--- src/logic/dw_pkg.sv ---
/*
 * RD50C disk controller (DVK style) shared definitions:
 * register offsets, command codes, field widths and the CHS word
 */
package dw_pkg;

   // **************************************************
   // widths
   // **************************************************
   localparam int DW_DATA_W = 16;   // bus word
   localparam int DW_ADR_W  = 5;    // wishbone byte address
   localparam int DW_BLK_W  = 23;   // storage block address
   localparam int DW_BUF_AW = 8;    // 256 word sector buffer

   localparam int DW_CYL_W = 10;    // 1024 cylinders
   localparam int DW_HD_W  = 3;     // 8 heads
   localparam int DW_SEC_W = 4;     // 16 sectors per track

   // **************************************************
   // register word offsets
   // **************************************************
   localparam logic [3:0] DW_REG_ID   = 4'd0;   // identification, r/o
   localparam logic [3:0] DW_REG_ERR  = 4'd1;   // error flags
   localparam logic [3:0] DW_REG_SEC  = 4'd3;   // sector number
   localparam logic [3:0] DW_REG_BUF  = 4'd4;   // data buffer window
   localparam logic [3:0] DW_REG_CYL  = 4'd5;   // cylinder
   localparam logic [3:0] DW_REG_HD   = 4'd6;   // head
   localparam logic [3:0] DW_REG_CS2  = 4'd7;   // command / status 2
   localparam logic [3:0] DW_REG_STRS = 4'd8;   // status / reset

   localparam logic [DW_DATA_W-1:0] DW_ID_VAL = 16'o401;

   // command codes written to CS2
   localparam logic [7:0] DW_CMD_RECAL = 8'o20;   // seek cyl 0, no-op here
   localparam logic [7:0] DW_CMD_READ  = 8'o40;
   localparam logic [7:0] DW_CMD_WRITE = 8'o60;

   // **************************************************
   // chs word, 17 bits
   // **************************************************
   typedef struct packed {
      logic [DW_CYL_W-1:0] cyl;
      logic [DW_HD_W-1:0]  hd;
      logic [DW_SEC_W-1:0] sec;   // already minus one
   } dw_chs_s;

   // register side fills fields, sequencer reads blk
   typedef union packed {
      dw_chs_s                               fld;
      logic [DW_CYL_W+DW_HD_W+DW_SEC_W-1:0] blk;
   } dw_chs_u;

endpackage

--- src/logic/dw_cmd_seq.sv ---
/*
 * RD50C command sequencer: runs recalibrate, read and write, keeps the
 * status flags and does the request/start/done handshake with storage
 */
module dw_cmd_seq (
   input  logic                         wb_clk_i,
   input  logic                         wb_rst_i,
   input  logic                         cmd_wr_i,
   input  logic [7:0]                   cmd_code_i,
   input  logic                         stat_clr_i,
   input  logic                         host_last_i,   // host hit word 255
   input  dw_pkg::dw_chs_u              chs_i,
   input  logic [dw_pkg::DW_BLK_W-1:0]  start_offset_i,
   input  logic                         sd_ack_i,      // medium granted
   input  logic                         sto_idle_i,
   input  logic                         xfer_done_i,
   input  logic                         xfer_err_i,
   input  logic                         soft_rst_i,
   output logic                         rqa_o,
   output logic                         drq_o,
   output logic                         busy_o,
   output logic                         cmderr_o,
   output logic                         wr_err_o,
   output logic                         buf_clr_o,     // pulse, counter to 0
   output logic                         sd_req_o,
   output logic [dw_pkg::DW_BLK_W-1:0]  blk_addr_o,
   output logic                         rd_start_o,
   output logic                         wr_start_o,
   output logic                         done_ack_o
);
   import dw_pkg::*;

   typedef enum logic [2:0] {
      s_idle,   // waiting for a command
      s_fill,   // write, host filling buffer
      s_req,    // medium requested
      s_xfer,   // start level up, waiting done
      s_ack     // done acked, waiting done low
   } seq_state_t;

   seq_state_t state;
   logic       op_wr;   // 1 = write transfer
   logic       err_q;   // engine error seen with done

   assign busy_o = (state == s_req) || (state == s_xfer) || (state == s_ack);

   // disk block = bank base + packed cyl/hd/sec
   assign blk_addr_o = start_offset_i + DW_BLK_W'(chs_i.blk);

   always_ff @(posedge wb_clk_i or posedge wb_rst_i) begin
      if (wb_rst_i) begin
         state      <= s_idle;
         op_wr      <= 1'b0;
         err_q      <= 1'b0;
         rqa_o      <= 1'b1;   // ready after reset
         drq_o      <= 1'b0;
         cmderr_o   <= 1'b0;
         wr_err_o   <= 1'b0;
         buf_clr_o  <= 1'b0;
         sd_req_o   <= 1'b0;
         rd_start_o <= 1'b0;
         wr_start_o <= 1'b0;
         done_ack_o <= 1'b0;
      end else if (soft_rst_i) begin
         state      <= s_idle;
         op_wr      <= 1'b0;
         err_q      <= 1'b0;
         rqa_o      <= 1'b1;
         drq_o      <= 1'b0;
         cmderr_o   <= 1'b0;
         wr_err_o   <= 1'b0;
         buf_clr_o  <= 1'b0;
         sd_req_o   <= 1'b0;
         rd_start_o <= 1'b0;
         wr_start_o <= 1'b0;
         done_ack_o <= 1'b0;
      end else begin
         buf_clr_o <= 1'b0;
         if (stat_clr_i) rqa_o <= 1'b0;   // host read SEC/CS2 or wrote SEC
         case (state)
            s_idle: begin
               if (host_last_i && drq_o) begin   // read data all taken
                  drq_o <= 1'b0;
                  rqa_o <= 1'b1;
               end
               if (cmd_wr_i) begin
                  rqa_o    <= 1'b0;
                  drq_o    <= 1'b0;
                  cmderr_o <= 1'b0;
                  case (cmd_code_i)
                     DW_CMD_RECAL: rqa_o <= 1'b1;   // nothing to seek
                     DW_CMD_READ: begin
                        op_wr <= 1'b0;
                        state <= s_req;
                     end
                     DW_CMD_WRITE: begin
                        op_wr     <= 1'b1;
                        buf_clr_o <= 1'b1;
                        drq_o     <= 1'b1;   // host may fill buffer
                        state     <= s_fill;
                     end
                     default: cmderr_o <= 1'b1;   // unknown command
                  endcase
               end
            end
            s_fill:
               if (host_last_i) begin
                  drq_o <= 1'b0;
                  state <= s_req;
               end
            s_req: begin
               sd_req_o <= 1'b1;
               if (sd_req_o && sd_ack_i && sto_idle_i) begin   // granted and engine free
                  rd_start_o <= ~op_wr;
                  wr_start_o <= op_wr;
                  state      <= s_xfer;
               end
            end
            s_xfer:
               if (xfer_done_i) begin
                  done_ack_o <= 1'b1;
                  err_q      <= xfer_err_i;
                  state      <= s_ack;
               end
            s_ack:
               if (!xfer_done_i) begin   // engine saw the ack, release all
                  done_ack_o <= 1'b0;
                  rd_start_o <= 1'b0;
                  wr_start_o <= 1'b0;
                  sd_req_o   <= 1'b0;
                  state      <= s_idle;
                  if (op_wr) begin
                     rqa_o <= 1'b1;
                     if (err_q) wr_err_o <= 1'b1;
                  end else if (err_q) begin
                     cmderr_o <= 1'b1;
                  end else begin
                     buf_clr_o <= 1'b1;   // host reads from word 0
                     drq_o     <= 1'b1;
                  end
               end
            default: state <= s_idle;
         endcase
      end
   end

endmodule

--- config.mk ---
export PLATFORM = sky130hd
export DESIGN_NAME = dw_cmd_seq
export DESIGN_NICKNAME = d
export VERILOG_FILES = /design/src/logic/dw_pkg.sv /design/src/logic/dw_cmd_seq.sv
export SDC_FILE = /design/constraint.sdc
export NUM_CORES = 1
export LEC_CHECK = 0
export CORE_ASPECT_RATIO = 1.5
export CORE_MARGIN = 2
export CORE_UTILIZATION = 35
export CTS_CLUSTER_DIAMETER = 50
export CTS_CLUSTER_SIZE = 30
export DETAILED_ROUTE_END_ITERATION = 8
export DONT_BUFFER_PORTS = 1
export PLACE_DENSITY = 0.51
export REMOVE_ABC_BUFFERS = 1
export SETUP_SLACK_MARGIN = 0.15
export SYNTH_ARGS = -nofsm -noshare
export SYNTH_HDL_FRONTEND = slang
export SYNTH_SLANG_ARGS = --single-unit
--- constraint.sdc ---
create_clock -name wb_clk_i -period 6.79 [get_ports wb_clk_i]
set_input_delay 1.358 -clock wb_clk_i [delete_from_list [all_inputs] [get_ports wb_clk_i]]
set_output_delay 1.358 -clock wb_clk_i [all_outputs]
set_load 0.005 [all_outputs]
==> metrics.md <==
| Metric | Value |
|---|---|
| Run status | completed |
| Top-area cell type share of the netlist area | 0.182 |
| GRT Overall Usage | 0.172 |
| Cell area after synthesis | 1790 um^2 |
| Routability cong. | 0.849 |
| CP Capture Type | primary output |
| Post-Place Worst Slack | 2.23 ns |
| Sink Count | 14 |
| Port buffer count | 0 |
| Dominant cell by count in the synthesized netlist | a21oi_1 |
| Clock power share | 0.172 |
| Starting Density | 0.366 |
| H-tree levels | 1 |
| Worst R2R Setup Slack | 4.81 ns |
| Post-synth EDFFs | 0 |
| Max Slew Vio Count | 0 |
| Comb power frac | 0.491 |
| Reg-to-Reg Start | state[0] |
| Power Density | 215 nW/um^2 |
| Initial antenna violation count | 0 |
| Final ANT Viol Nets | 0 |
| Worst setup margin | 2.23 ns |
| Hold Crit Class | register to register |
| TritonCTS clock tree | yes |
| Worst EP required | 5.43 ns |
| Die width | 62.4 um |
| CTS clk-pin slew, worst paths | 0.06 ns |
| Critical Path Fanout Max | 4 |
| Routed via count | 1787 |
| Syn_area_per_cell | 7.75 um^2 |
| Max_slew headroom | 0.613 |
| Setup Buffers After CTS | 0 |
| Hold_sp | wr_start_o |
| Crit path kind | primary input to primary output |
| Synth Instances | 231 |
| Gr ovfl total | 0 |
| Sequential-to-total area share from yosys stat | 0.196 |
| Util after Layout | 0.386 |
| CTS-repair resized insts | 0 |
| First-pass GRT wire length | 7980 um |
| Final setup vio count | 0 |
| Via density | 6.08 |
| Largest net degree at the start of global routing | 18 |
| Max IR drop VDD | 0.0000786 V |
| Share of cells above drive strength 1 | 0.0439 |
| Switching power | 0.180 mW |
| Clk_skew | 0.00593 ns |
| Synth top cells by count | a21oi_1, nand2_1, nor2_1 |
| Largest cells by area after synthesis | dfrtp_1, ha_1, a21oi_1 |
| Worst Hold Depth | 2 |
| Number of max-cap violations | 0 |
| Fill cell count | 541 |
| Synth area leader | dfrtp_1 |
| Fin Setup TNS | 0 ns |
| Period utilization | 0.672 |
| Switching share of power | 0.444 |
| Clk buf depth | 2 |
| Die Ht | 91.6 um |
| # hold bufs at CTS | 0 |
| R2R cell count | 5 |
| Ys async rst share | 1.00 |
| Yosys warning total | 0 |
| Core Area | 4890 um^2 |
| Reg power frac | 0.337 |
| RSZ-0062 raised after global routing | false |
| Nets | 305 |
| Worst R2R End | state[1] |
| Final HPWL DP | 4150 um |
| Die area | 5720 um^2 |
| FMAX | 219 MHz |
| Top_reg_cell synth | dfrtp_1 |
| Seq cells post-synth | 14 |
| Worst hold margin | 0.525 ns |
| Root Driver | clkbuf_8 |
| Hold path endpoint | wr_start_o |
| Routed WL | 5010 um |
| Vias in the first global route | 1715 |
| Internal | 0.225 mW |
| Footprint of the multi-input gates | 1370 um^2 |
| Antenna diode count | 0 |
| Worst slew pin tran | 0.580 ns |
| # DRC | 0 |
| DRT Pass-1 Iters | 4 |
| Row Count | 31 |
| Critical path data arrival time | 3.21 ns |
| 1st-iter DRT viols | 107 |
| Total power | 0.405 mW |
| Cell variety after synth | 51 |
| LEAKAGE | 0.831 nW |
| Layout area overhead | 5.38% |
| Routed len/inst | 17.0 um |
| Final Hold Vio Count | 0 |
| I/O pins | 91 |
| Skew-Pair Late Insertion Delay | 0.24 ns |
| FF+latch area | 352 um^2 |
| Post-route minimum period | 4.56 ns |
| CP Launch Type | primary input |
| Number of buffers created by CTS | 3 |
## worst max path at each step
stage | from | to | slack [ns]
final | chs_i[0] | blk_addr_o[20] | 2.23
after global routing | chs_i[0] | blk_addr_o[20] | 2.05
after CTS | chs_i[0] | blk_addr_o[20] | 2.22
after detailed placement | chs_i[0] | blk_addr_o[20] | 2.23
after global placement | chs_i[0] | blk_addr_o[20] | 2.25
after floorplan | chs_i[0] | blk_addr_o[20] | 2.39
## layout make-up
type / instances / share of cell area
inverter: 10 / 0.0199
tap: 66 / 0.0438
multi-input combinational: 200 / 0.726
clock buffer: 4 / 0.0239
sequential: 14 / 0.186
## power groups by stage
stage | Sequential, mW | Clock [mW] | Combinational, mW
after global routing | 0.140 | 0.0763 | 0.227
after CTS | 0.137 | 0.0723 | 0.201
after detailed placement | 0.138 | 0 | 0.200
after floorplan | 0.127 | 0 | 0.164
after global placement | 0.138 | 0 | 0.200
final | 0.137 | 0.0697 | 0.199
## through the flow
stage / instances / area [um^2]
6_report: 294 / 1890
3_3_place_gp: 290 / 1840
2_1_floorplan: 224 / 1760
3_5_place_dp: 290 / 1840
5_1_grt: 294 / 1890
4_1_cts: 294 / 1890
## per-layer routing
layer  track usage  routed length (um)
met5             0                   0
met4        0.0759                 146
met3        0.0235                 261
met2         0.341                2800
met1         0.174                1800
## kinds of logic (layout without fill, tap and decap cells)
logic type | count (synthesis) | count (layout) | share of synthesized area
AOI/OAI and AO/OA | 89 | 89 | 0.327
and+or+nand+nor | 71 | 71 | 0.199
xor gates and xnor gates | 20 | 20 | 0.0978
adders and majority gates | 18 | 18 | 0.130
buffers and inverters | 17 | 14 | 0.0384
DFF | 14 | 14 | 0.196
muxes | 2 | 2 | 0.0112
## cell usage in the layout, fill, tap and decap left out, types with 8 or more instances in the layout
| master | n |
|---|---|
| ha_1 | 17 |
| a21o_1 | 9 |
| xnor2_1 | 11 |
| xor2_1 | 9 |
| nor2_1 | 18 |
| a21oi_1 | 22 |
| o21ai_1 | 14 |
| nand3_1 | 9 |
| inv_1 | 8 |
| nand2_1 | 18 |
| dfrtp_1 | 13 |
## state kept, by name, indices dropped and copies added, names as in the netlist
| signal | flops |
|---|---|
| drq_o | 1 |
| op_wr | 1 |
| wr_err_o | 1 |
| done_ack_o | 1 |
| rqa_o | 1 |
| buf_clr_o | 1 |
| sd_req_o | 1 |
| cmderr_o | 1 |
| rd_start_o | 1 |
| wr_start_o | 1 |
| err_q | 1 |
| state | 3 |
## worst max-delay path, cell delays in order
cell and delay, ns:
ha_1 0.21, fa_1 0.41, a21oi_1 0.19, nor3_1 0.11, o31ai_2 0.38, a211oi_2 0.15
o211ai_1 0.23, xnor2_1 0.17
No activity file was read; power rests on OpenSTA's default activity.
