## src/logic/dw_pkg.sv

```systemverilog
/*
 * RD50C disk controller (DVK style) shared definitions:
 * register offsets, command codes, field widths and the CHS word
 */
package dw_pkg;

   // **************************************************
   // widths
   // **************************************************
   localparam int DW_DATA_W = 16;   // bus word
   localparam int DW_ADR_W  = 5;    // wishbone byte address
   localparam int DW_BLK_W  = 23;   // storage block address
   localparam int DW_BUF_AW = 8;    // 256 word sector buffer

   localparam int DW_CYL_W = 10;    // 1024 cylinders
   localparam int DW_HD_W  = 3;     // 8 heads
   localparam int DW_SEC_W = 4;     // 16 sectors per track

   // **************************************************
   // register word offsets
   // **************************************************
   localparam logic [3:0] DW_REG_ID   = 4'd0;   // identification, r/o
   localparam logic [3:0] DW_REG_ERR  = 4'd1;   // error flags
   localparam logic [3:0] DW_REG_SEC  = 4'd3;   // sector number
   localparam logic [3:0] DW_REG_BUF  = 4'd4;   // data buffer window
   localparam logic [3:0] DW_REG_CYL  = 4'd5;   // cylinder
   localparam logic [3:0] DW_REG_HD   = 4'd6;   // head
   localparam logic [3:0] DW_REG_CS2  = 4'd7;   // command / status 2
   localparam logic [3:0] DW_REG_STRS = 4'd8;   // status / reset

   localparam logic [DW_DATA_W-1:0] DW_ID_VAL = 16'o401;

   // command codes written to CS2
   localparam logic [7:0] DW_CMD_RECAL = 8'o20;   // seek cyl 0, no-op here
   localparam logic [7:0] DW_CMD_READ  = 8'o40;
   localparam logic [7:0] DW_CMD_WRITE = 8'o60;

   // **************************************************
   // chs word, 17 bits
   // **************************************************
   typedef struct packed {
      logic [DW_CYL_W-1:0] cyl;
      logic [DW_HD_W-1:0]  hd;
      logic [DW_SEC_W-1:0] sec;   // already minus one
   } dw_chs_s;

   // register side fills fields, sequencer reads blk
   typedef union packed {
      dw_chs_s                               fld;
      logic [DW_CYL_W+DW_HD_W+DW_SEC_W-1:0] blk;
   } dw_chs_u;

endpackage

```

## src/logic/dw_bus_regs.sv

```systemverilog
/*
 * RD50C host side: wishbone decode and ack, the CHS, ide and command
 * registers, the status read mux and the software reset request
 */
module dw_bus_regs (
   input  logic                         wb_clk_i,
   input  logic                         wb_rst_i,
   input  logic [dw_pkg::DW_ADR_W-1:0]  wb_adr_i,
   input  logic [dw_pkg::DW_DATA_W-1:0] wb_dat_i,
   output logic [dw_pkg::DW_DATA_W-1:0] wb_dat_o,
   input  logic                         wb_cyc_i,
   input  logic                         wb_stb_i,
   input  logic                         wb_we_i,
   input  logic [1:0]                   wb_sel_i,
   output logic                         wb_ack_o,
   input  logic                         rqa_i,       // operation done
   input  logic                         drq_i,       // buffer ready
   input  logic                         busy_i,
   input  logic                         cmderr_i,
   input  logic                         wr_err_i,
   input  logic [dw_pkg::DW_DATA_W-1:0] buf_rdat_i,
   output logic                         cmd_wr_o,    // pulse
   output logic [7:0]                   cmd_code_o,
   output logic                         stat_clr_o,  // pulse, clears rqa
   output logic                         buf_rd_o,    // pulse per DWBUF read
   output logic                         buf_wr_o,    // pulse per DWBUF write
   output logic [dw_pkg::DW_DATA_W-1:0] buf_wdat_o,
   output dw_pkg::dw_chs_u              chs_o,
   output logic                         ide_o,
   output logic                         soft_rst_o
);
   import dw_pkg::*;

   logic [3:0]           reg_sel;   // word offset
   logic                 reply;     // new cycle, ack not yet given
   logic                 rd_req;
   logic                 wr_req;
   logic [DW_DATA_W-1:0] rd_word;

   assign reg_sel = wb_adr_i[DW_ADR_W-1:1];   // byte address, bit 0 ignored
   assign reply   = wb_cyc_i & wb_stb_i & ~wb_ack_o;
   assign rd_req  = reply & ~wb_we_i;
   assign wr_req  = reply & wb_we_i & (wb_sel_i == 2'b11);   // whole words only

   // ack one cycle after strobe, low again the next
   always_ff @(posedge wb_clk_i or posedge wb_rst_i) begin
      if (wb_rst_i) begin
         wb_ack_o <= 1'b0;
      end else begin
         wb_ack_o <= reply;
      end
   end

   // **************************************************
   // read mux, DVK bit layout
   // **************************************************
   always_comb begin
      case (reg_sel)
         DW_REG_ID:   rd_word = DW_ID_VAL;
         DW_REG_ERR:  rd_word = {5'b0, cmderr_i, 10'b0};
         DW_REG_SEC:  rd_word = DW_DATA_W'(chs_o.fld.sec);
         DW_REG_BUF:  rd_word = buf_rdat_i;
         DW_REG_CYL:  rd_word = DW_DATA_W'(chs_o.fld.cyl);
         DW_REG_HD:   rd_word = DW_DATA_W'(chs_o.fld.hd);
         // drive ready, write error, seek done, drq, error
         DW_REG_CS2:  rd_word = {1'b0, ~busy_i, wr_err_i, ~busy_i, drq_i, 2'b0, cmderr_i, 8'b0};
         // busy, buffer ready (always), ide, done
         DW_REG_STRS: rd_word = {busy_i, 7'b0, 1'b1, ide_o, 5'b0, rqa_i};
         default:     rd_word = '0;
      endcase
   end

   always_ff @(posedge wb_clk_i) begin
      if (rd_req) wb_dat_o <= rd_word;      // valid with ack
      if (wr_req) buf_wdat_o <= wb_dat_i;   // goes with buf_wr_o
   end

   // **************************************************
   // host registers and strobes
   // **************************************************
   always_ff @(posedge wb_clk_i or posedge wb_rst_i) begin
      if (wb_rst_i) begin
         cmd_wr_o   <= 1'b0;
         cmd_code_o <= '0;
         stat_clr_o <= 1'b0;
         buf_rd_o   <= 1'b0;
         buf_wr_o   <= 1'b0;
         chs_o      <= '0;
         ide_o      <= 1'b0;
         soft_rst_o <= 1'b0;
      end else begin
         cmd_wr_o   <= 1'b0;   // strobes default low
         stat_clr_o <= 1'b0;
         buf_rd_o   <= 1'b0;
         buf_wr_o   <= 1'b0;
         soft_rst_o <= 1'b0;
         if (soft_rst_o) begin
            cmd_code_o <= '0;
            chs_o      <= '0;
            ide_o      <= 1'b0;
         end else if (rd_req) begin
            stat_clr_o <= (reg_sel == DW_REG_SEC) || (reg_sel == DW_REG_CS2);
            buf_rd_o   <= (reg_sel == DW_REG_BUF);
         end else if (wr_req) begin
            case (reg_sel)
               DW_REG_SEC: begin
                  chs_o.fld.sec <= wb_dat_i[DW_SEC_W-1:0] - 1'b1;   // sectors count from 1
                  stat_clr_o    <= 1'b1;
               end
               DW_REG_BUF: buf_wr_o <= 1'b1;
               DW_REG_CYL: chs_o.fld.cyl <= wb_dat_i[DW_CYL_W-1:0];
               DW_REG_HD:  chs_o.fld.hd <= wb_dat_i[DW_HD_W-1:0];
               DW_REG_CS2: begin
                  cmd_code_o <= wb_dat_i[7:0];
                  cmd_wr_o   <= 1'b1;
               end
               DW_REG_STRS: begin
                  ide_o      <= wb_dat_i[6];
                  soft_rst_o <= wb_dat_i[3];   // one cycle, clears everything
               end
               default: ;
            endcase
         end
      end
   end

endmodule

```

## config.mk

```make
export PLATFORM = sky130hd
export DESIGN_NAME = dw_bus_regs
export DESIGN_NICKNAME = d
export VERILOG_FILES = /design/src/logic/dw_pkg.sv /design/src/logic/dw_bus_regs.sv
export SDC_FILE = /design/constraint.sdc
export NUM_CORES = 1
export LEC_CHECK = 0
export BUFFER_PORTS_ARGS = -buffer_cell sky130_fd_sc_hd__buf_2
export CAP_MARGIN = 20
export CORE_UTILIZATION = 30
export DETAILED_ROUTE_END_ITERATION = 8
export HOLD_SLACK_MARGIN = 0.05
export PLACE_DENSITY_LB_ADDON = 0.25
export SYNTH_ARGS = -nofsm -noshare
export SYNTH_HDL_FRONTEND = slang
export SYNTH_SLANG_ARGS = --single-unit
export TNS_END_PERCENT = 1
```

## constraint.sdc

```tcl
create_clock -name wb_clk_i -period 2.5 [get_ports wb_clk_i]
set_input_delay 0.5 -clock wb_clk_i [delete_from_list [all_inputs] [get_ports wb_clk_i]]
set_output_delay 0.5 -clock wb_clk_i [all_outputs]
set_load 0.02 [all_outputs]
```

==> impl_metrics.env <==
export IMPL_grt_ovfl_total=0
export IMPL_drc=0
export IMPL_worst_path_buf_inv=2
export IMPL_synth_top_cell_by_area="edfxtp_1"
export IMPL_use_met1_pct=20.65
export IMPL_grt_start_max_net_pins=33
export IMPL_fin_crit_ns=1.691
export IMPL_leakage_nw=1.737
export IMPL_grt_pass1_wl_um=11270
export IMPL_power_mw=2.202
export IMPL_clockRootBuffer="clkbuf_8"
export IMPL_top_usage_layer="met2"
export IMPL_fmax_mhz=591.2
export IMPL_setup_viol=0
export IMPL_r2r_start="wb_ack_o"
export IMPL_synth_cells=220
export IMPL_grt_pass1_vias=2069
export IMPL_htreeDepth=3
export IMPL_cp_start_kind="input pin"
export IMPL_cts_tree="done"
export IMPL_synth_area_sq_mm=0.002922
export IMPL_synth_commonest_cells="33 x nand2b_1, 32 x dfrtp_1, 32 x edfxtp_1, 22 x mux2i_1"
export IMPL_drtIter0Drc=71
export IMPL_vdd_drop_max_mv=0.2502
export IMPL_hold_buffers=0
export IMPL_synth_edff_count=32
export IMPL_post_cts_buffers=0
export IMPL_dieArea_sq_mm=0.01014
export IMPL_synthFlopType="edfxtp_1"
export IMPL_met3_usage_pct=3.675
export IMPL_clk_path_buf_depth=2
export IMPL_synth_warnings=0
export IMPL_worstSetupEndpointType="flop"
export IMPL_cp_required_ns=2.76
export IMPL_first_pass_iters=4
export IMPL_ys_types=47
export IMPL_avgSynthCellArea_sq_um=13.28
export IMPL_portBuffers=111
export IMPL_setup_tns_ns=0
export IMPL_post_cts_resized=0
export IMPL_fillCellCount=922
export IMPL_multiInputGateArea_sq_mm=0.001054
export IMPL_synthToLayoutAreaGrowth_pct=29.51
export IMPL_pin_count=113
export IMPL_vias=2156
export IMPL_synth_top_area_share_pct=32.89
export IMPL_cp_cell_sequence="buf_2 > nor4bb_1 > and3_1 > buf_4 > mux2i_1"
export IMPL_ys_top_cells_by_area="edfxtp_1 33%, dfrtp_1 27%, mux2i_1 7.5%"
export IMPL_wl_per_cell_um=15.57
export IMPL_coreArea_sq_mm=0.009328
export IMPL_ys_seq_area_share_pct=60.30
export IMPL_grt_antenna_before_repair=0
export IMPL_slew_viol_final=0
export IMPL_cp_arrival_ns=1.95
export IMPL_antenna_left=0
export IMPL_tightestPinTransition_ns=0.5094
export IMPL_start_util_pct=31.32
export IMPL_critPathLaunch="wb_adr_i[1]"
export IMPL_internal_power_mw=1.610
export IMPL_criticalPathCategory="input pin to flop"
export IMPL_clock_latency_ns=0.33
export IMPL_switchingPower_mw=0.5915
export IMPL_post_route_period_util_pct=67.66
export IMPL_power_frac_seq_pct=53.8
export IMPL_die_x_um=100.7
export IMPL_routed_via_density=4.577
export IMPL_synth_fp_nets=270
export IMPL_p_clk_share_pct=33.4
export IMPL_grt_util_all_layers_pct=15.14
export IMPL_critPathTopFamily="simple AND/OR/NAND/NOR gates"
export IMPL_ys_ff_latch=64
export IMPL_num_antenna_cells=0
export IMPL_fin_nets=387
export IMPL_cts_buffers=9
export IMPL_cpPeakStageDelay_ns=0.52
export IMPL_hold_viol=0
export IMPL_power_share_switching_pct=26.87
export IMPL_die_y_um=100.7
export IMPL_async_flop_share_pct=50.00
export IMPL_wl_um=7335
export IMPL_use_met2_pct=23.13
export IMPL_p_comb_share_pct=12.8
export IMPL_rsz0062_at_grt="no"
export IMPL_cts_num_sinks=64
export IMPL_dp_hpwl_um=5215
export IMPL_relSlewSlack_pct=65.90
export IMPL_clk_pin_slew_ns=0.07
export IMPL_seqCellArea_sq_mm=0.001762
export IMPL_drive_gt1_share_pct=41.81
export IMPL_powerDensity_mw_per_mm2=581.9
export IMPL_clock_skew_ns=0.008142
export IMPL_critPathSlowestCell="nor4bb_1"
export IMPL_rows=35
export IMPL_outcome="complete, no violations"
export IMPL_synth_most_common_cell="nand2b_1"
export IMPL_hold_path_class="input pin to async pin"
export IMPL_max_cap_violations=0
export IMPL_place_congestion=0.7870
export IMPL_cp_max_fo=22
==> power by group through the flow <==
stage	sequential, mW	combinational, mW	clock, mW
after floorplan	1.26	0.111	0
after global placement	1.20	0.283	0
after detailed placement	1.21	0.287	0
after CTS	1.18	0.288	0.761
after global routing	1.19	0.310	0.815
final	1.18	0.283	0.735
==> routing by layer <==
metal  share of wire [%]  vias to the layer above
li1                    -                     1042
met1                  46                     1041
met2                  47                       66
met3                 4.9                        7
met4                 1.4                        0
met5                   0                        -
==> worst paths after layout <==
kind | end | slack (ns) | cells after the start
worst max-delay path | chs_o[11] | 0.81 | 5
worst min-delay path | cmd_code_o[3] | 0.25 | 3
worst max register to register | buf_wdat_o[6] | 0.97 | 5
worst min register to register | cmd_code_o[5] | 0.55 | 2
max in group asynchronous | chs_o[16] | 1.93 | 3
min in group wb_clk_i | buf_wdat_o[15] | 0.34 | 1
==> through the flow <==
| stage | area [sq um] | setup WS (ns) | std cells | utilization (%) | hold slack, ns |
|---|---|---|---|---|---|
| after CTS | 3784 | 0.8115 | 471 | 40.56 | 0.2648 |
| after floorplan | 2922 | 0.7220 | 220 | - | 0.5734 |
| after global placement | 3630 | 0.4730 | 455 | 38.91 | 0.5369 |
| final | 3784 | 0.8085 | 471 | 40.56 | 0.2490 |
| after detailed placement | 3630 | 0.4886 | 455 | 38.91 | 0.5418 |
| after global routing | 3784 | 0.6626 | 471 | 40.56 | 0.2981 |
==> flip-flops by register name, summed over array words and instances (netlist names) <==
| name | flops |
|---|---|
| buf_rd_o | 1 |
| buf_wdat_o | 16 |
| buf_wr_o | 1 |
| chs_o | 17 |
| cmd_code_o | 8 |
| cmd_wr_o | 1 |
| ide_o | 1 |
| soft_rst_o | 1 |
| stat_clr_o | 1 |
| wb_ack_o | 1 |
| wb_dat_o | 16 |
==> placed cells by master (no fill, tap or decap), drive strengths merged, types with 2 or more instances in the layout <==
| cell type | netlist | layout |
|---|---|---|
| nor2 | 5 | 5 |
| nor2b | 2 | 2 |
| a21oi | 4 | 4 |
| nand2b | 34 | 34 |
| a211oi | 2 | 2 |
| clkbuf | 6 | 10 |
| o21ai | 2 | 2 |
| inv | 5 | 5 |
| nand2 | 5 | 5 |
| and3 | 2 | 2 |
| edfxtp | 32 | 32 |
| nor3 | 5 | 5 |
| mux2i | 22 | 22 |
| nor4b | 3 | 3 |
| nand4b | 2 | 2 |
| xnor2 | 2 | 2 |
| buf | 9 | 121 |
| a221o | 4 | 4 |
| nand3b | 8 | 8 |
| clkinv | 1 | 7 |
| a22o | 7 | 7 |
| a21o | 2 | 2 |
| a31oi | 3 | 3 |
| nand3 | 5 | 5 |
| dfrtp | 32 | 32 |
==> layout make-up <==
cell class | count | area share (%)
clock inverter | 6 | 0.6944
clock buffer | 10 | 3.373
tap | 129 | 4.266
multi-input combinational | 135 | 27.84
sequential | 64 | 46.56
inverter | 6 | 0.5952
timing repair buffer | 121 | 16.67
==> kinds of logic (layout without fill, tap and decap cells) <==
group,Yosys count,in the layout,share of synthesized area [%]
buffers and inverters,21,143,3.640
AND/OR/NAND/NOR,81,81,19.70
AO/OA/AOI/OAI,28,28,7.409
XOR/XNOR,2,2,0.5997
multiplexers,23,23,7.923
adder cells (fa/ha/maj),1,1,0.4282
flip-flops,64,64,60.30
==> worst min-delay path: cells and delay by family <==
family / cells / cell delay, ns
buffers and inverters: 3 / 0.51
Note: power is estimated with default switching activity, not from simulation.
