**src/logic/dw_irq.sv**
```systemverilog
/*
 * RD50C interrupt request: raises irq on done or data request while
 * enabled, drops it on acknowledge and waits for the ack to go away
 */
module dw_irq (
   input  logic wb_clk_i,
   input  logic wb_rst_i,
   input  logic ide_i,
   input  logic rqa_i,
   input  logic drq_i,
   input  logic iack_i,
   input  logic soft_rst_i,
   output logic irq_o
);

   typedef enum logic [1:0] {
      i_idle,   // no request pending
      i_req,    // irq up, waiting for iack
      i_wait    // acked, waiting for iack low
   } irq_state_t;

   irq_state_t state;

   always_ff @(posedge wb_clk_i or posedge wb_rst_i) begin
      if (wb_rst_i) begin
         state <= i_idle;
         irq_o <= 1'b0;
      end else if (soft_rst_i) begin
         state <= i_idle;
         irq_o <= 1'b0;
      end else begin
         case (state)
            i_idle:
               if (ide_i && (rqa_i || drq_i)) begin
                  irq_o <= 1'b1;
                  state <= i_req;
               end
            i_req:
               if (!ide_i) begin   // interrupts disabled meanwhile
                  irq_o <= 1'b0;
                  state <= i_idle;
               end else if (iack_i) begin
                  irq_o <= 1'b0;
                  state <= i_wait;
               end
            i_wait:
               if (!iack_i) state <= i_idle;
            default: state <= i_idle;
         endcase
      end
   end

endmodule

```
**config.mk**
```make
export PLATFORM = sky130hd
export DESIGN_NAME = dw_irq
export DESIGN_NICKNAME = d
export VERILOG_FILES = /design/src/logic/dw_irq.sv
export SDC_FILE = /design/constraint.sdc
export NUM_CORES = 1
export LEC_CHECK = 0
export BUFFER_PORTS_ARGS = -buffer_cell sky130_fd_sc_hd__buf_2
export CAP_MARGIN = 20
export CORE_AREA = 5 5 42 44
export CTS_CLUSTER_DIAMETER = 200
export DETAILED_ROUTE_END_ITERATION = 7
export DIE_AREA = 0 0 47 49
export MAX_ROUTING_LAYER = met4
export SLEW_MARGIN = 10
export SYNTH_ARGS = -nofsm -noshare
export SYNTH_HDL_FRONTEND = slang
export SYNTH_SLANG_ARGS = --single-unit
export TNS_END_PERCENT = 5
```
**constraint.sdc**
```tcl
create_clock -name wb_clk_i -period 2 [get_ports wb_clk_i]
set_clock_uncertainty 0.2 [all_clocks]
set_input_delay 0.1 -clock wb_clk_i [delete_from_list [all_inputs] [get_ports wb_clk_i]]
set_output_delay 0.1 -clock wb_clk_i [all_outputs]
set_load 0.01 [all_outputs]
```
==> results.toml, run 1 <==
[finish]
seq_area_um2 = 75.1
syn2layout_area_growth_pct = 102
multiInputGateArea_um2 = 80.1
mostFrequentLayoutCells = "dlygate4sd3_1 (8), buf_2 (7), clkbuf_4 (3), dfrtp_1 (3)"
final_common_cell = "dlygate4sd3_1"
final_layout_size_suffix_gt1_share_pct = 34.3
fill_cells = 158
diodes = 0
fin_area_um2 = 320
num-nets-final = 43

[run]
max-cap-violations = 0

[sta]
finalSetupViolCount = 0
tightest_slew_ns = 0.248
period_share_pct = 90.1
drv_slew = 0
max_clock_freq_ghz = 0.555
period_minus_slack_ns = 1.80
slew_headroom_pct = 83.4
hold_viol = 0
rsz0062_at_grt = "false"
setup_tns_ns = 0
fin_ws_ns = 0.197

[power_and_ir_drop]
finalPower_mw = 0.207
switching_share_pct = 22.4
power_density_nw_per_um2 = 646
internal-power_mw = 0.161
switchingPower_mw = 0.0463
clockPowerShare_pct = 51.0
ir_drop_mv = 0.241
p_leak_nw = 0.149
combPwrFrac_pct = 16.3
seq_power_share_pct = 32.8

[synthesis]
synth_cells = 16
synth.cell_area_um2 = 159
ys_seq_elements = 3
synth.distinct_cells = 12
avgSynthCellArea_um2 = 9.93
syn_nets = 23
yosysSeqAreaShare_pct = 47.2
yosys_warnings = 0

[grt]
grtUsageTotal_pct = 4.99
antenna_found_initial = 0
grt_pass1_wl_um = 690
grt_remaining_overflow = 0
grt_pass1_vias = 207
grt_max_degree = 7

[clock_network]
root_buffer = "clkbuf_4"
cts_tree = "yes"
postCtsSetupBuffers = 0
cts_resized = 0
htreeDepth = 1
cts_buffers = 3
cts_buffer_depth = 2
clk_latency_ns = 0.23
clkTransAtPathRegs_ns = 0.04
cts.sinks = 3

[worst_setup_path]
critPathLaunchType = "input port"
path_max_fanout = 3
r2r_cells = 4
cp-end-kind = "register"
path_class = "input port to register"
crit_start = "ide_i"
crit_required_ns = 1.96
cp_slowest_stage_delay_ns = 0.57
cp_num_cells = 6
crit_arrival_ns = 1.77
cp_slowest_cell = "dlygate4sd3_1"
r2r_start = "state[0]"
critPathBufInv = 3
cp_top_family = "buffers and inverters"
cpMostUsedCell = "dlygate4sd3_1"
critical_path.cell_chain = "dlygate4sd3_1 -> buf_2 -> nand2_1 -> mux2_2 -> nor3b_2 -> dlygate4sd3_1"

[route]
routedWlPerCell_um = 9.27
drc = 0
wirelength_um = 473
vias = 194
drtPass1Iterations = 2
drtIter0Drc = 1
ant_nets = 0
via_per_inst = 3.80

[status]
outcome = "finished clean"

[floorplan]
die_area_um2 = 2300
io_pins = 8
start_util_pct = 11.3
die_y_um = 49
core_um2 = 1400
fp.dieW_um = 47
num_rows = 14

[placed_design]
io_buffers = 7
placed_area_um2 = 214
dp_slack_ns = 0.813
gp_congestion = 0.724

[min_path]
worst_hold_path_type = "input port to asynchronous set/reset pin"
## path summary, 6_finish.rpt
path	end	slack (ns)
setup / recovery	state[1]	0.20
hold / removal	state[0]	0.08
hold reg to reg	irq_o	0.38
min in group wb_clk_i	irq_o	0.38
setup reg to reg	state[1]	0.28
max in group asynchronous	state[1]	1.40
## Yosys cell counts (all sizes together)
master,number,area [um2]
o32ai,1,8.76
nand2,2,7.51
nand2b,1,6.26
nor3,1,5.00
a211oi,1,7.51
inv,1,3.75
mux2,1,11.3
dfrtp,3,75.1
nor2b,1,6.26
nor3b,2,20.0
nor2,2,7.51
## layout make-up
class | count | share of cell area, %
Inverter | 1 | 1.17
Tap cell | 16 | 6.25
Timing Repair Buffer | 15 | 35.9
Multi-Input combinational cell | 12 | 25.0
Sequential cell | 3 | 23.4
Clock buffer | 4 | 8.20
## logic make-up (layout without fill, tap and decap cells)
| kind of cell | Yosys count | count (layout) | synth area share, % |
|---|---|---|---|
| AND/OR/NAND/NOR | 9 | 9 | 33.1 |
| AO/OA/AOI/OAI | 2 | 2 | 10.2 |
| buffers and inverters | 1 | 20 | 2.36 |
| multiplexers | 1 | 1 | 7.09 |
| flip-flops | 3 | 3 | 47.2 |
## state kept, by name, indices dropped and copies added, names as in the netlist
name and cells:
state 2, irq_o 1
## through the flow
step | util, % | hold WS, ns | cells
finish | 22.9 | 0.0757 | 51
global route | 22.9 | 0.0818 | 51
CTS | 22.9 | 0.0733 | 51
detailed placement | 15.3 | -0.235 | 39
global placement | 15.3 | -0.231 | 39
floorplan | - | -0.346 | 16
## metal layers
layer	global-route usage, %	vias up	part of all wire (%)
met4	9.68	0	5.3
met5	-	-	0
met1	3.54	93	37
li1	-	93	-
met3	1.11	2	8.0
met2	6.56	6	49
## power groups by stage
stage	clock (mW)	sequential (mW)	combinational, mW
5_1_grt	0.117	0.0682	0.0370
6_report	0.105	0.0678	0.0336
4_1_cts	0.113	0.0676	0.0334
2_1_floorplan	0	0.0689	0.00999
3_5_place_dp	0	0.0684	0.0221
3_3_place_gp	0	0.0681	0.0222
## worst min-delay path: cells and delay by family
kind / cells / cell delay [ns]
buf+inv: 3 / 0.74
## timing repair
action                     CTS  global route
setup endpoints to repair    0             0
hold buffers                 8             0
hold endpoints to repair     6             0
Note: power is estimated with default switching activity, not from simulation.
==> run 2, diff against run 1 <==
--- a/config.mk
+++ b/config.mk
@@ -5,6 +5,7 @@
 export SDC_FILE = /design/constraint.sdc
 export NUM_CORES = 1
 export LEC_CHECK = 0
+export ABC_AREA = 1
 export BUFFER_PORTS_ARGS = -buffer_cell sky130_fd_sc_hd__buf_2
 export CAP_MARGIN = 20
 export CORE_AREA = 5 5 42 44
==> run 2 against run 1 <==
Flip-flop and latch count unchanged. Register-to-register slack better by 0.22 ns. Total power rose by 9.0%. Global-route usage is 0.22 points lower. Via count shrank 0.52%. Sequential power up 11%. Critical endpoint unchanged.
==> results.toml, run 2 <==
[placed_design]
post-dp-hpwl_um = 341
io_buffers = 7
placed_area_um2 = 236
gp_congestion = 0.571

[route]
drtPass1Iterations = 4
drc = 0
wirelength_um = 417
drtIter0Drc = 6
vias = 193
ant_nets = 0
routedWlPerCell_um = 7.58
via_per_inst = 3.51

[floorplan]
core_um2 = 1400
io_pins = 8
num_rows = 14
start_util_pct = 12.9
fp.dieW_um = 47
die_area_um2 = 2300
die_y_um = 49

[grt]
grt_pass1_vias = 207
grt_max_degree = 5
grt_pass1_wl_um = 731
grtUsageTotal_pct = 4.78
grt_remaining_overflow = 0
antenna_found_initial = 0

[power_and_ir_drop]
p_leak_nw = 0.172
combPwrFrac_pct = 20.5
internal-power_mw = 0.166
switchingPower_mw = 0.0596
clockPowerShare_pct = 46.2
seq_power_share_pct = 33.3
ir_drop_mv = 0.256
switching_share_pct = 26.4
power_density_nw_per_um2 = 745

[finish]
diodes = 0
top_register = "state"
final_core_util_pct = 21.6
mostFrequentLayoutCells = "nand2_1 (8), buf_2 (7), dlygate4sd3_1 (4)"
top_regs = "state x2, irq_o x1"
seq_area_um2 = 75.1
fin_area_um2 = 303
final_layout_size_suffix_gt1_share_pct = 41.0
num-nets-final = 47
largest_reg_flops = 2
multiInputGateArea_um2 = 91.3
fill_cells = 169
final_common_cell = "nand2_1"
syn2layout_area_growth_pct = 66.9

[clock_network]
htreeDepth = 1
cts_buffers = 3
clk_latency_ns = 0.23
cts.sinks = 3
cts_resized = 0
root_buffer = "clkbuf_4"
cts_tree = "yes"
clkTransAtPathRegs_ns = 0.03
cts_buffer_depth = 2

[synthesis]
synth.cell_area_um2 = 181
ys_seq_elements = 3
synthTopCellsByArea = "dfrtp_1 (41%), nand2_1 (17%), nor2_2 (6.9%), inv_1 (6.2%), nand3b_2 (6.2%)"
avgSynthCellArea_um2 = 7.56
synthTopCellsByCount = "nand2_1 (8), dfrtp_1 (3), inv_1 (3), nor2_2 (2)"
synth-edff-count = 0
syn_nets = 31
yosys.area.top_type = "dfrtp_1"
yosys.area.top_type_share_pct = 41.4
async_flop_share_pct = 100
synth_cells = 24
yosys_warnings = 0
synth.distinct_cells = 12
yosysSeqAreaShare_pct = 41.4
synthFlopType = "dfrtp_1"
synth_most_common_cell = "nand2_1"

[sta]
tightest_slew_ns = 0.223
period_share_pct = 82.8
hold_viol = 0
setup_tns_ns = 0
max_clock_freq_ghz = 0.604
drv_slew = 0
rsz0062_at_grt = "false"
slew_headroom_pct = 85.0
period_minus_slack_ns = 1.66
finalSetupViolCount = 0

[worst_setup_path]
path_class = "input port to register"
path_max_fanout = 3
cp-end-kind = "register"
critPathLaunchType = "input port"
crit_required_ns = 1.95
crit_arrival_ns = 1.61

[min_path]
worst_hold_path_type = "input port to register"

[status]
outcome = "finished clean"

[run]
max-cap-violations = 0
==> run 2: cell count changes after synthesis, moves of 2 or more <==
cell     previous run  this run
nor2_1              2         0
nor2_2              0         2
nand2_1             2         8
inv_1               1         3
==> run 2: area by class of cell <==
cell class | count | area share [%]
flip-flops and latches | 3 | 24.8
multi-input cells | 17 | 30.2
inverters | 4 | 4.96
repair buffers | 11 | 24.8
clock buffers | 4 | 8.68
well taps | 16 | 6.61
==> run 2: worst max-delay path: stages <==
cell and delay, ns:
dlygate4sd3_1 0.53, buf_2 0.14, inv_2 0.06, nand4_1 0.07, dlygate4sd3_1 0.56, a21oi_1 0.15
==> run 2: logic make-up after synthesis <==
family,after synthesis,share of synthesized area (%)
buf+inv,4,8.27
simple gates,15,44.8
flops,3,41.4
compound gates,2,5.51
==> run 2: routing by layer <==
layer  GRT usage [%]  routed length, um  vias to the layer above
met5               -                  0                        -
met4            5.53                  0                        0
met3            1.11                 40                        0
met2            6.11                217                        5
met1            5.31                158                       82
li1                -                  -                      106
==> run 2: repair_timing <==
item | in CTS | in global routing
hold endpoints to repair | 4 | 0
endpoints found under the setup margin | 0 | 0
buffers inserted | 0 | 0
hold buffers | 4 | 0
==> run 2: path summary, 6_finish.rpt <==
check | start | end | slack (ns) | depth (start not counted)
worst max-delay path | soft_rst_i | state[1] | 0.34 | 6
worst min-delay path | ide_i | state[1] | 0.03 | 5
worst max register to register | state[0] | state[1] | 0.50 | 4
worst min register to register | irq_o | irq_o | 0.27 | 2
max in group asynchronous | wb_rst_i | state[1] | 1.40 | 3
min in group asynchronous | wb_rst_i | state[0] | 0.07 | 3
==> run 2: power groups by stage <==
| stage | Sequential, mW | Clock (mW) | Combinational [mW] |
|---|---|---|---|
| floorplan | 0.0771 | 0 | 0.0249 |
| global placement | 0.0757 | 0 | 0.0418 |
| detailed placement | 0.0759 | 0 | 0.0424 |
| CTS | 0.0752 | 0.112 | 0.0476 |
| global route | 0.0767 | 0.114 | 0.0545 |
| finish | 0.0752 | 0.104 | 0.0462 |
==> run 2: through the flow <==
step / worst slack [ns] / std cells / power, mW / hold slack [ns]
3_3_place_gp: 0.827 / 47 / 0.117 / -0.230
4_1_cts: 0.340 / 55 / 0.235 / 0.0326
3_5_place_dp: 0.786 / 47 / 0.118 / -0.234
6_report: 0.344 / 55 / 0.225 / 0.0349
5_1_grt: 0.246 / 55 / 0.245 / 0.0618
2_1_floorplan: 0.872 / 24 / 0.102 / -0.346
==> run 3, diff against run 2 <==
--- a/config.mk
+++ b/config.mk
@@ -5,7 +5,7 @@
 export SDC_FILE = /design/constraint.sdc
 export NUM_CORES = 1
 export LEC_CHECK = 0
-export ABC_AREA = 1
+export ABC_AREA = 0
 export BUFFER_PORTS_ARGS = -buffer_cell sky130_fd_sc_hd__buf_2
 export CAP_MARGIN = 20
 export CORE_AREA = 5 5 42 44
==> constraint.sdc (replaced) <==
create_clock -name wb_clk_i -period 1.55 [get_ports wb_clk_i]
set_clock_uncertainty 0.2 [all_clocks]
set_input_delay 0.0775 -clock wb_clk_i [delete_from_list [all_inputs] [get_ports wb_clk_i]]
set_output_delay 0.0775 -clock wb_clk_i [all_outputs]
set_load 0.01 [all_outputs]
==> run 3 against run 2 <==
Clock power increased by 29%. Hold slack improved by 0.018 ns. First-iteration DRC count decreased by 83%. Design area decreased by 0.83%. Critical path depth decreased by 1. Register-to-register slack got worse by 0.11 ns. Largest cell class is now non-clock buffers. Sequential share of layout area increased by 0.21 points. Largest power group unchanged.
==> results.toml, run 3 (synthesis gave the netlist of run 1 again) <==
[floorplan]
core_um2 = 1400
io_pins = 8
die_area_um2 = 2300
start_util_pct = 11.3
die_y_um = 49
fp.dieW_um = 47
num_rows = 14

[sta]
setup_tns_ns = 0
period_minus_slack_ns = 1.28
rsz0062_at_grt = "false"
slew_headroom_pct = 84.0
tightest_slew_ns = 0.240
max_clock_freq_ghz = 0.783
hold_viol = 0
drv_slew = 0
fin_ws_ns = 0.273
finalSetupViolCount = 0
period_share_pct = 82.4

[route]
drtPass1Iterations = 2
via_per_inst = 3.69
ant_nets = 0
vias = 181
drc = 0
routedWlPerCell_um = 8.55
drtIter0Drc = 1
wirelength_um = 419

[finish]
seq_area_um2 = 75.1
top_register = "state"
multiInputGateArea_um2 = 80.1
top_regs = "state x2, irq_o x1"
final_common_cell = "buf_2"
largest_reg_flops = 2
syn2layout_area_growth_pct = 89.0
mostFrequentLayoutCells = "buf_2 (7), dlygate4sd3_1 (6), clkbuf_4 (3), dfrtp_1 (3)"
final_layout_size_suffix_gt1_share_pct = 36.4
diodes = 0
fill_cells = 162
num-nets-final = 41

[clock_network]
root_buffer = "clkbuf_4"
cts_buffers = 3
htreeDepth = 1
cts.sinks = 3
clk_latency_ns = 0.23
cts_resized = 0
postCtsSetupBuffers = 0
cts_buffer_depth = 2
clkTransAtPathRegs_ns = 0.04
cts_tree = "yes"

[grt]
grt_remaining_overflow = 0
antenna_found_initial = 0
grt_pass1_wl_um = 710
grtUsageTotal_pct = 5.06
grt_pass1_vias = 195
grt_max_degree = 7

[power_and_ir_drop]
finalPower_mw = 0.262
power_density_nw_per_um2 = 872
ir_drop_mv = 0.216
p_leak_nw = 0.134

[worst_setup_path]
critPathLaunchType = "input port"
cp-end-kind = "register"
crit_arrival_ns = 1.18
path_class = "input port to register"
crit_required_ns = 1.45
path_max_fanout = 3

[run]
max-cap-violations = 0

[placed_design]
gp_congestion = 0.780
dp_slack_ns = 0.387
io_buffers = 7

[min_path]
worst_hold_path_type = "input port to asynchronous set/reset pin"

[status]
outcome = "finished clean"
-- run 3: cell types whose count changed in the layout (fill, tap and decap cells not counted), moves of 2 or more --
| cell | before | now |
|---|---|---|
| nand2_1 | 8 | 2 |
| dlygate4sd3_1 | 4 | 6 |
| nor2_2 | 2 | 0 |
| nor2_1 | 0 | 2 |
| inv_1 | 3 | 1 |
-- run 3: critical path: stages --
cell	delay [ns]
dlygate4sd3_1	0.53
buf_2	0.13
nor2b_1	0.12
nor3b_1	0.20
o32ai_1	0.11
-- run 3: layer usage --
metal	up-vias	wire length, um	global-route usage, %	share of wire (%)
li1	90	-	-	-
met3	2	28	1.11	6.7
met4	0	25	9.68	6.0
met2	6	204	6.33	49
met5	-	0	-	0
met1	83	160	3.97	38
-- run 3: worst paths after layout --
| path | from | end | slack, ns | depth (start not counted) |
|---|---|---|---|---|
| max in group asynchronous | wb_rst_i | state[1] | 0.97 | 3 |
| worst min register to register | state[0] | state[0] | 0.35 | 1 |
| min in group wb_clk_i | state[0] | state[0] | 0.35 | 1 |
| worst min-delay path | wb_rst_i | irq_o | 0.05 | 3 |
| worst max register to register | state[0] | state[1] | 0.39 | 3 |
| worst max-delay path | ide_i | irq_o | 0.27 | 5 |
-- run 3: per-stage QoR --
| step | hold slack [ns] | instance area, um2 | std cells | util [%] |
|---|---|---|---|---|
| finish | 0.0530 | 300 | 49 | 21.4 |
| global placement | -0.250 | 214 | 39 | 15.3 |
| global route | 0.0813 | 300 | 49 | 21.4 |
| detailed placement | -0.252 | 214 | 39 | 15.3 |
| CTS | 0.0588 | 300 | 49 | 21.4 |
| floorplan | -0.369 | 159 | 16 | - |
-- run 3: what timing repair did --
item | CTS | global route
setup endpoints to repair | 0 | 0
hold endpoints to repair | 6 | 0
hold buffers | 6 | 0
-- run 3: cell type report --
| cell class | instances | share of cell area, % |
|---|---|---|
| multi-input combinational | 12 | 26.7 |
| timing repair buffer | 13 | 31.7 |
| inverter | 1 | 1.25 |
| clock buffer | 4 | 8.75 |
| sequential | 3 | 25.0 |
| tap | 16 | 6.67 |
-- run 3: power by group --
group          internal [mW]  switching, mW  leakage, nW  total [mW]
clock                 0.0963         0.0382       0.0150       0.134
sequential            0.0835        0.00388       0.0400      0.0873
combinational         0.0248         0.0154       0.0794      0.0402
